===== src/source/div_defines.svh =====
`ifndef DIV_DEFINES_SVH
`define DIV_DEFINES_SVH

////////////////////
// Divide unit sizing

// Operand and result width, one machine word
`define DIV_XLEN 32

// Instruction id carried from issue to writeback
`define DIV_ID_W 3

// Entries in the request FIFO ahead of the divider
// Issue stalls once this many requests are waiting
`define DIV_FIFO_DEPTH 4

`endif


===== src/source/div_pkg.sv =====
`include "div_defines.svh"

package div_pkg;

    ////////////////////
    // Scalar types

    // One machine word
    typedef logic [`DIV_XLEN-1:0] div_word_t;

    // Instruction id
    typedef logic [`DIV_ID_W-1:0] div_id_t;

    // Low two bits of the RISC-V funct3
    // Bit 0 set selects unsigned, bit 1 set selects remainder
    typedef enum logic [1:0] {
        DIV_OP_DIV  = 2'b00,
        DIV_OP_DIVU = 2'b01,
        DIV_OP_REM  = 2'b10,
        DIV_OP_REMU = 2'b11
    } div_op_t;

    ////////////////////
    // Payloads

    // Request as held in the input FIFO
    typedef struct packed {
        div_op_t   op;
        div_word_t rs1;
        div_word_t rs2;
        div_id_t   id;
    } div_request_t;

    // Writeback payload, qualified by done
    typedef struct packed {
        div_word_t rd;
        div_id_t   id;
    } div_result_t;

endpackage


===== src/source/fifo_if.sv =====
interface fifo_if #(
    parameter type T = logic
);

    // Write side
    logic push;
    T     data_in;

    // Read side
    logic pop;
    T     data_out;

    // Status from the storage
    logic valid;
    logic full;

    // Writer, sees full for its own stall
    modport producer (output push, output data_in, input full);

    // Reader, oldest entry shown on data_out while valid
    modport consumer (output pop, input data_out, input valid);

    // The buffer itself
    modport storage (
        input  push,
        input  pop,
        input  data_in,
        output data_out,
        output valid,
        output full
    );

endinterface


===== src/source/div_fifo.sv =====
module div_fifo #(
    parameter type T     = logic,
    parameter int  DEPTH = 4
) (
    input logic    clk,
    input logic    rst,
    fifo_if.storage fifo
);

    localparam int PTR_W = (DEPTH > 1) ? $clog2(DEPTH) : 1;
    localparam int CNT_W = $clog2(DEPTH + 1);

    // Entry storage
    T mem [DEPTH];

    logic [PTR_W-1:0] wr_ptr;
    logic [PTR_W-1:0] rd_ptr;
    logic [CNT_W-1:0] count;

    logic do_push;
    logic do_pop;

    ////////////////////
    // Qualified strobes

    // Push dropped when full, pop only with an entry present
    assign do_push = fifo.push & ~fifo.full;
    assign do_pop  = fifo.pop & fifo.valid;

    ////////////////////
    // Pointers and count

    always_ff @(posedge clk) begin
        if (rst) begin
            wr_ptr <= '0;
            rd_ptr <= '0;
            count  <= '0;
        end else begin
            if (do_push) begin
                // Wrap explicitly so DEPTH need not be a power of two
                wr_ptr <= (wr_ptr == PTR_W'(DEPTH - 1)) ? '0 : wr_ptr + 1'b1;
            end
            if (do_pop) begin
                rd_ptr <= (rd_ptr == PTR_W'(DEPTH - 1)) ? '0 : rd_ptr + 1'b1;
            end
            // Net occupancy change
            if (do_push && !do_pop) begin
                count <= count + 1'b1;
            end else if (do_pop && !do_push) begin
                count <= count - 1'b1;
            end
        end
    end

    // Write port
    always_ff @(posedge clk) begin
        if (do_push) begin
            mem[wr_ptr] <= fifo.data_in;
        end
    end

    ////////////////////
    // Read side

    // Head is the oldest entry, one cycle after its push
    assign fifo.data_out = mem[rd_ptr];
    assign fifo.valid    = (count != '0);
    assign fifo.full     = (count == CNT_W'(DEPTH));

endmodule


===== src/source/radix2_divider.sv =====
`include "div_defines.svh"

module radix2_divider import div_pkg::*; (
    input  logic                 clk,
    input  logic                 rst,
    input  logic                 start,
    input  logic [`DIV_XLEN-1:0] dividend,
    input  logic [`DIV_XLEN-1:0] divisor,
    output logic [`DIV_XLEN-1:0] quotient,
    output logic [`DIV_XLEN-1:0] remainder,
    output logic                 divisor_zero,
    output logic                 complete
);

    localparam int CNT_W = $clog2(`DIV_XLEN);

    // Iteration state
    logic             running;
    logic [CNT_W-1:0] count;

    // Quotient register, starts as the dividend and shifts left
    // Dividend bits leave the top as quotient bits enter the bottom
    div_word_t quo_r;
    div_word_t rem_r;
    div_word_t divisor_r;
    logic      dz_r;

    // One restoring step
    logic [`DIV_XLEN:0]   partial;
    logic [`DIV_XLEN+1:0] diff;
    logic                 fits;

    ////////////////////
    // Shift and subtract

    // Next dividend bit into the partial remainder
    assign partial = {rem_r, quo_r[`DIV_XLEN-1]};

    // Extra top bit keeps the borrow as a sign
    assign diff = {1'b0, partial} - {2'b00, divisor_r};
    assign fits = ~diff[`DIV_XLEN+1];

    ////////////////////
    // Control

    always_ff @(posedge clk) begin
        if (rst) begin
            running  <= 1'b0;
            count    <= '0;
            complete <= 1'b0;
        end else begin
            complete <= 1'b0;
            if (start) begin
                running <= 1'b1;
                count   <= '0;
            end else if (running) begin
                count <= count + 1'b1;
                // Last bit done, results valid in the next cycle
                if (count == CNT_W'(`DIV_XLEN - 1)) begin
                    running  <= 1'b0;
                    complete <= 1'b1;
                end
            end
        end
    end

    ////////////////////
    // Datapath

    always_ff @(posedge clk) begin
        if (start) begin
            // Load operands, partial remainder starts empty
            quo_r     <= dividend;
            rem_r     <= '0;
            divisor_r <= divisor;
            dz_r      <= (divisor == '0);
        end else if (running) begin
            // Keep the difference only when it did not borrow
            if (fits) begin
                rem_r <= diff[`DIV_XLEN-1:0];
            end else begin
                rem_r <= partial[`DIV_XLEN-1:0];
            end
            quo_r <= {quo_r[`DIV_XLEN-2:0], fits};
        end
    end

    // Zero divisor never borrows
    // Quotient ends all ones, remainder ends equal to the dividend
    assign quotient     = quo_r;
    assign remainder    = rem_r;
    assign divisor_zero = dz_r;

endmodule


===== src/source/div_unit.sv =====
`include "div_defines.svh"

module div_unit import div_pkg::*; (
    input  logic         clk,
    input  logic         rst,
    input  logic         new_request,
    input  div_request_t request,
    output logic         ready,
    fifo_if.producer     in_fifo,
    fifo_if.consumer     out_fifo,
    output div_result_t  wb,
    output logic         done
);

    localparam int MSB = `DIV_XLEN - 1;

    // FIFO head
    div_request_t head;

    // Sequencing
    logic busy;
    logic start;
    logic complete;
    logic reuse;
    logic match;

    // Sign handling
    logic signed_op;
    logic dividend_neg;
    logic divisor_neg;
    logic quotient_neg;
    logic remainder_neg;
    logic negate;

    // Magnitudes in, raw results out
    div_word_t mag_a;
    div_word_t mag_b;
    div_word_t quotient;
    div_word_t remainder;
    logic      divisor_zero;
    div_word_t raw_result;

    // Operands of the last completed divide
    logic      last_valid;
    div_word_t last_rs1;
    div_word_t last_rs2;
    logic      last_signed;

    ////////////////////
    // Issue side

    assign in_fifo.push    = new_request;
    assign in_fifo.data_in = request;
    assign ready           = ~in_fifo.full;

    assign head = out_fifo.data_out;

    ////////////////////
    // Sequencing

    // Same operands and signedness as the last divide
    // DIV then REM on one pair lands here
    assign match = last_valid & (head.rs1 == last_rs1) & (head.rs2 == last_rs2) &
                   (signed_op == last_signed);

    assign reuse = out_fifo.valid & ~busy & match;
    assign start = out_fifo.valid & ~busy & ~match;

    // Head leaves the FIFO on its done
    assign done         = complete | reuse;
    assign out_fifo.pop = done;

    always_ff @(posedge clk) begin
        if (rst) begin
            busy <= 1'b0;
        end else if (start) begin
            busy <= 1'b1;
        end else if (complete) begin
            busy <= 1'b0;
        end
    end

    // Record taken while the finished request is still the head
    always_ff @(posedge clk) begin
        if (rst) begin
            last_valid <= 1'b0;
        end else if (complete) begin
            last_valid <= 1'b1;
        end
    end

    always_ff @(posedge clk) begin
        if (complete) begin
            last_rs1    <= head.rs1;
            last_rs2    <= head.rs2;
            last_signed <= signed_op;
        end
    end

    ////////////////////
    // Signs

    assign signed_op     = ~head.op[0];
    assign dividend_neg  = signed_op & head.rs1[MSB];
    assign divisor_neg   = signed_op & head.rs2[MSB];
    assign quotient_neg  = dividend_neg ^ divisor_neg;
    assign remainder_neg = dividend_neg;

    // Two's complement magnitudes
    // Most negative value maps onto itself, read as unsigned
    assign mag_a = ({`DIV_XLEN{dividend_neg}} ^ head.rs1) + div_word_t'(dividend_neg);
    assign mag_b = ({`DIV_XLEN{divisor_neg}} ^ head.rs2) + div_word_t'(divisor_neg);

    ////////////////////
    // Divider core

    radix2_divider divider_inst (
        .clk          (clk),
        .rst          (rst),
        .start        (start),
        .dividend     (mag_a),
        .divisor      (mag_b),
        .quotient     (quotient),
        .remainder    (remainder),
        .divisor_zero (divisor_zero),
        .complete     (complete)
    );

    ////////////////////
    // Result

    // All-ones quotient on divide by zero stays as is
    assign negate     = head.op[1] ? remainder_neg : (quotient_neg & ~divisor_zero);
    assign raw_result = head.op[1] ? remainder : quotient;

    assign wb.rd = ({`DIV_XLEN{negate}} ^ raw_result) + div_word_t'(negate);
    assign wb.id = head.id;

endmodule


===== src/source/div_subsystem.sv =====
`include "div_defines.svh"

module div_subsystem import div_pkg::*; (
    input  logic                 clk,
    input  logic                 rst,

    // Issue
    input  logic                 new_request,
    input  div_op_t              op,
    input  logic [`DIV_XLEN-1:0] rs1,
    input  logic [`DIV_XLEN-1:0] rs2,
    input  logic [`DIV_ID_W-1:0] req_id,
    output logic                 ready,

    // Writeback, no back-pressure
    output logic                 done,
    output logic [`DIV_XLEN-1:0] rd,
    output logic [`DIV_ID_W-1:0] wb_id
);

    div_request_t request;
    div_result_t  wb;

    // Request FIFO between issue and the divider
    fifo_if #(.T(div_request_t)) req_fifo ();

    ////////////////////
    // Port packing

    assign request.op  = op;
    assign request.rs1 = rs1;
    assign request.rs2 = rs2;
    assign request.id  = req_id;

    assign rd    = wb.rd;
    assign wb_id = wb.id;

    ////////////////////
    // Instances

    div_fifo #(
        .T     (div_request_t),
        .DEPTH (`DIV_FIFO_DEPTH)
    ) req_fifo_inst (
        .clk  (clk),
        .rst  (rst),
        .fifo (req_fifo)
    );

    // Unit writes and reads the same FIFO through two views
    div_unit div_unit_inst (
        .clk         (clk),
        .rst         (rst),
        .new_request (new_request),
        .request     (request),
        .ready       (ready),
        .in_fifo     (req_fifo),
        .out_fifo    (req_fifo),
        .wb          (wb),
        .done        (done)
    );

endmodule


===== config.mk =====
export PLATFORM = sky130hd
export DESIGN_NAME = div_subsystem
export DESIGN_NICKNAME = d
export VERILOG_FILES = /design/src/source/div_pkg.sv /design/src/source/fifo_if.sv /design/src/source/div_fifo.sv /design/src/source/radix2_divider.sv /design/src/source/div_unit.sv /design/src/source/div_subsystem.sv
export VERILOG_INCLUDE_DIRS = /design/src /design/src/source
export SDC_FILE = /design/constraint.sdc
export NUM_CORES = 1
export LEC_CHECK = 0
export ABC_AREA = 1
export BUFFER_PORTS_ARGS = -buffer_cell sky130_fd_sc_hd__buf_2
export CORE_ASPECT_RATIO = 1.5
export CORE_MARGIN = 2
export CORE_UTILIZATION = 31
export CTS_CLUSTER_SIZE = 12
export DETAILED_ROUTE_END_ITERATION = 12
export GPL_ROUTABILITY_DRIVEN = 0
export SYNTH_ARGS = -nofsm -noshare
export SYNTH_HDL_FRONTEND = slang
export SYNTH_HIERARCHICAL = 1
export SYNTH_SLANG_ARGS = --single-unit

===== constraint.sdc =====
create_clock -name clk -period 5.3 [get_ports clk]
set_input_delay 1.325 -clock clk [delete_from_list [all_inputs] [get_ports clk]]
set_output_delay 1.325 -clock clk [all_outputs]
set_load 0.05 [all_outputs]

### Word-level counts from Yosys, hierarchy flattened

Memory sizes are Yosys's and may differ from the RTL's. A register that Yosys moved wholly into a read port is not among the register bits.
Index checks and enable logic that the tools add are counted.

| word-level totals | value |
|---|---|
| memories | 1 |
| register bits after elaboration | 178 |
| memory bits (writable) | 276 |
| logic and storage cells | 85 |
| input port bits | 72 |

Memory list:

| memory | words | bits a word | rd ports | clocked after Yosys merged registers in | wr ports | RTL line | RTL |
|---|---|---|---|---|---|---|---|
| req_fifo_inst.mem | 4 | 69 | 1 | 1 | 1 | div_fifo.sv:14 | `T mem [DEPTH];` |

| operators by class | value |
|---|---|
| equal/unequal tests | 7 |
| muxes and demuxes | 19 |
| reduce and logical (&&, ||, !) cells | 11 |
| bitwise logic cells | 23 |
| add/sub/neg operators | 9 |

Operators by type and width:

| cell | number |
|---|---|
| $mux 32 | 4 |
| $add 32x1->32 | 3 |
| $xor 32x32->32 | 3 |
| $eq 32x32->1 | 2 |
| $sub 33x32->34 | 1 |
| $logic_not 32->1 | 1 |
| $and 1x1->1 | 11 |
| $mux 1 | 9 |
| $mux 2 | 4 |
| $not 1->1 | 7 |
| $mux 3 | 2 |
| $reduce_bool 2->1 | 3 |
| $add 5x1->5 const B | 1 |
| $eq 5x5->1 const B | 1 |
| $add 2x1->2 const B | 2 |
| $eq 2x2->1 const B | 2 |
| $add 3x1->3 const B | 1 |
| $eq 3x3->1 const B | 1 |
| $reduce_bool 3->1 | 1 |
| $reduce_or 3->1 | 1 |
| $sub 3x1->3 const B | 1 |
| $logic_and 1x1->1 | 2 |
| $logic_not 1->1 | 2 |
| $reduce_or 2->1 | 1 |
| other kinds (3) | 3 |

### Longest topological paths before layout

| depth | value |
|---|---|
| depth in word-level cells | 10 |
| depth in mapped cells | 27 |
| mapped depth without buffers | 23 |

### Modules after synthesis

Netlist, hierarchy kept.

By module, submodules not included:

| module | times used | cells an instance | area each (um^2) | sequential area each (um^2) |
|---|---|---|---|---|
| div_fifo | 1 | 737 | 10735.3 | 8468.1 |
| div_unit | 1 | 1285 | 8167.8 | 1991.9 |
| radix2_divider | 1 | 993 | 6876.6 | 2732.6 |

### Least setup slack after synthesis

No wires, ideal clock.

| timing | value |
|---|---|
| path kind | input to register |
| from | input port new_request |
| to | memory req_fifo_inst/mem[0][0] (netlist name) (enable) |
| arrival | 4.448 ns |
| buffers on the path | 1 |
| slack | 0.355 ns |
| stages | 3 |
| setup time | 0.497 ns |
| required time | 4.803 ns |
| path through | buf_4 -> nand2_1 -> nor2_1 |

| between the ends | value |
|---|---|
| longest elaborated chain between the ends | 3 |

RTL lines:

| element | RTL line | RTL |
|---|---|---|
| start, declared | div_subsystem.sv:8 | `input logic new_request,` |
| $and 1x1->1 | div_fifo.sv:27 | `assign do_push = fifo.push & ~fifo.full;` |
| $mux 1 | div_fifo.sv:57 | `if (do_push) begin` |
| $mux 1 (not written as such) | div_fifo.sv:58 | `mem[wr_ptr] <= fifo.data_in;` |
| end, declared | div_fifo.sv:14 |  |

No other way between the ends.

==> results.tsv <==
stage	metric	value	unit
status	status	finished clean	
sta	maxSlewHeadroom	36.80	%
drt	drt_pass1_iterations	5	
final_layout	nets	3166	
clock_tree	h-tree-depth	2	
critical_path	crit_path_max_fanout	30	
floorplan	start_util	31.26	%
drt	finalWirelength	67810	um
final_layout	final_util	34.64	%
synth	synth_top_area_share	47.29	%
synth	synth_top_flop_cell	edfxtp_1	
power	max-vdd-ir-drop	254.6	uV
sta	timing.fmax	199.3	MHz
worst_hold_path	min_from	div_unit_inst/divider_inst/count[3]$_SDFFE_PP0P_	
drt	wl_met1	26550	um
floorplan	core-area	82480	um2
synth	ys_seq_area_share	51.17	%
sta	hold_viol	0	
sta	worst_slew_pin_slew	0.9480	ns
synth	avgSynthCellArea	8.550	um2
worst_hold_path	hold_path_class	flop to flop	
drt	dr_wl_met2	34720	um
floorplan	die_w	239.5	um
clock_tree	cts_sinks	456	
critical_path	cp-end-kind	primary output	
synth	netlist_area	25780	um2
drt	first_iter_violations	1354	
drt	met3_length	2680	um
sta	rsz0062_at_grt	true	
placed_design	io_buffers	108	
clock_tree	worstSkewPairLatency	0.60	ns
power	power_density	352.0	nW/um2
global_route	grt_usage	15.69	%
drt	ant_nets	0	
floorplan	dieArea	85530	um2
critical_path	worstPathRequired	3.97	ns
synth	ys_ff_latch	456	
power	p_leak	11.87	nW
critical_path	critPathBufInv	5	
critical_path	arrival	3.69	ns
critical_path	cpPeakStageDelay	0.33	ns
critical_path	r2r_end	req_fifo_inst/count[1]$_SDFFE_PP0P_	
global_route	grt_max_degree	109	
power	pwr-share-comb	25.2	%
synth	synth_most_common_cell	nand2_1	
power	power_frac_clock	30.1	%
synth	netlist_instances	3015	
global_route	grt_pass1_vias	18883	
sta	slew_viol_final	0	
global_route	antenna_found_initial	11	
clock_tree	hold_buffers	0	
critical_path	worst_r2r_path_depth	18	
sta	whs	0.4461	ns
drt	wl_per_cell	16.19	um
synth	synth-edff-count	406	
floorplan	fp-row-count	129	
final_layout	drive_above_1_share	8.890	%
power	p_switching	3.321	mW
clock_tree	cts_buffers	47	
synth	synthTopCellsByArea	edfxtp_1 (47%), nand2_1 (12%), nor2_1 (5.3%), inv_1 (5.2%), dfxtp_1 (3.9%)	
clock_tree	clock_path_buffers	3	
critical_path	start_kind	flop	
sta	clock_skew	0.03991	ns
critical_path	crit_type	flop to primary output	
clock_tree	cts_root_buffer	clkbuf_16	
flow_run	cap_violations	0	
synth	synth_cell_types	48	
clock_tree	path_clk_slew	0.06	ns
sta	period_share	94.67	%
global_route	grt-ovfl-total	0	
drt	num_vias	19662	
power	switching_share	33.02	%
floorplan	ioPinCount	109	
synth	async_flop_share	0	%
synth	netlist_top_cells_count	nand2_1 (817), edfxtp_1 (406), nor2_1 (366), inv_1 (354), nand3_1 (187)	
final_layout	n_fill_cell	8469	
power	seq_power_share	44.7	%
worst_hold_path	hold_path_depth	1	
power	p_int	6.737	mW
critical_path	path_cells	inv_2 > buf_4 > o21ai_1 > o22ai_1 > buf_4 > nand2_4 > o21ai_4 > buf_12 > nand3_1 > nand2_1 > nand2_1 > nor2_2 > nand2_1 > nor2_4 > xor2_1 > buf_4	
worst_hold_path	min_to	div_unit_inst/divider_inst/count[3]$_SDFFE_PP0P_	
sta	period_needed	5.018	ns
critical_path	slowest_stage	dfxtp_2	
critical_path	rrSetupSlack	1.26	ns
final_layout	register_area	13200	um2
drt	dr.max_layer_used	met5	
critical_path	crit_family	simple AND/OR/NAND/NOR gates	
clock_tree	cts_tree	yes	
synth	syn_nets	3134	
final_layout	multiInputGateArea	10170	um2
drt	drc	0	
sta	setup_violations	0	
global_route	grt_pass1_wl	104800	um
synth	synth_warnings	6	
drt	viasPerCell	4.694	
synth	synth.largest_area_cell	edfxtp_1	
placed_design	hpwl	50180	um
floorplan	dieHeight	357.2	um
final_layout	syn2layout_area_growth	10.84	%
## layer usage
layer  global-route usage, %  up-vias
met5                       0        -
met4                   8.850       12
met3                   2.415      180
met2                   28.31      491
met1                   17.53     9137
li1                        -     9842
## repair_timing
action	4_1_cts	5_1_grt
pin swaps	0	3
gates cloned	0	2
setup endpoints to repair	14	24
gates resized for setup	8	32
setup buffers	0	4
## cell usage in the layout, fill, tap and decap left out, drive strengths merged, types with 2 or more instances in the layout
master    n
and2      4
buf     144
nor4     10
clkinv   12
fa        2
o22ai    70
clkbuf   69
inv     362
xnor2    66
a21oi    24
nand2   828
nor3     23
nand3b   20
o21bai    2
xor2    114
or2       8
diode     5
nor2    382
dfxtp    50
ha       45
o21ai   203
and3      2
nand4    31
edfxtp  406
nand3   189
## flip-flops by register name, indices dropped and copies added (netlist names), 2 cells and up, named ones only
signal and count:
req_fifo_inst/count 3, req_fifo_inst/rd_ptr 2, div_unit_inst/divider_inst/remainder 32, div_unit_inst/divider_inst/quotient 32
div_unit_inst/divider_inst/divisor_r 32, div_unit_inst/divider_inst/count 5, div_unit_inst/last_rs1 32, req_fifo_inst/wr_ptr 2
req_fifo_inst/mem 276, div_unit_inst/last_rs2 32
## per-stage QoR
| step | setup WS, ns | power, mW | std cells | TNS [ns] | instance area, um2 |
|---|---|---|---|---|---|
| after global routing | -0.03842 | 10.59 | 4187 | -0.03842 | 28570 |
| after floorplan | 0.3554 | 6.374 | 3015 | 0 | 25780 |
| after global placement | 0.4587 | 7.046 | 4105 | 0 | 26980 |
| after CTS | 0.02354 | 10.12 | 4178 | 0 | 28390 |
| after detailed placement | 0.4661 | 7.070 | 4105 | 0 | 26980 |
| final | 0.2824 | 10.06 | 4189 | 0 | 28570 |
## power by group through the flow
stage / Combinational, mW / Sequential (mW) / Clock, mW
floorplan: 1.84 / 4.53 / 0
detailed placement: 2.50 / 4.57 / 0
global route: 2.81 / 4.53 / 3.25
finish: 2.54 / 4.50 / 3.02
CTS: 2.51 / 4.50 / 3.11
global placement: 2.48 / 4.56 / 0
## worst max-delay path by stage
stage / start / to / slack (ns) / cells after the start
floorplan: new_request / req_fifo_inst/mem[0][0]$_DFFE_PP_ / 0.36 / 3
global placement: flop / rd[20] / 0.46 / 18
detailed placement: flop / rd[20] / 0.47 / 18
CTS: flop / rd[20] / 0.02 / 16
global route: flop / rd[20] / -0.04 / 18
finish: flop / rd[13] / 0.28 / 16
## cell type report
cell class	instances	share of cell area, %
tap	1113	4.874
clock buffer	62	4.462
multi-input combinational	2028	35.61
sequential	456	46.20
clock inverter	11	0.3459
timing repair buffer	151	3.687
antenna	5	0.04379
inverter	363	4.777
## kinds of logic after synthesis
family,Yosys count,synth area share [%]
buffers and inverters,532,9.760
and+or+nand+nor,1498,24.22
adders and majority gates,47,2.339
muxes,1,0.03883
xor gates and xnor gates,180,6.174
AOI/OAI and AO/OA,301,6.290
DFF,456,51.17
Power figures use the tool's default switching activity.
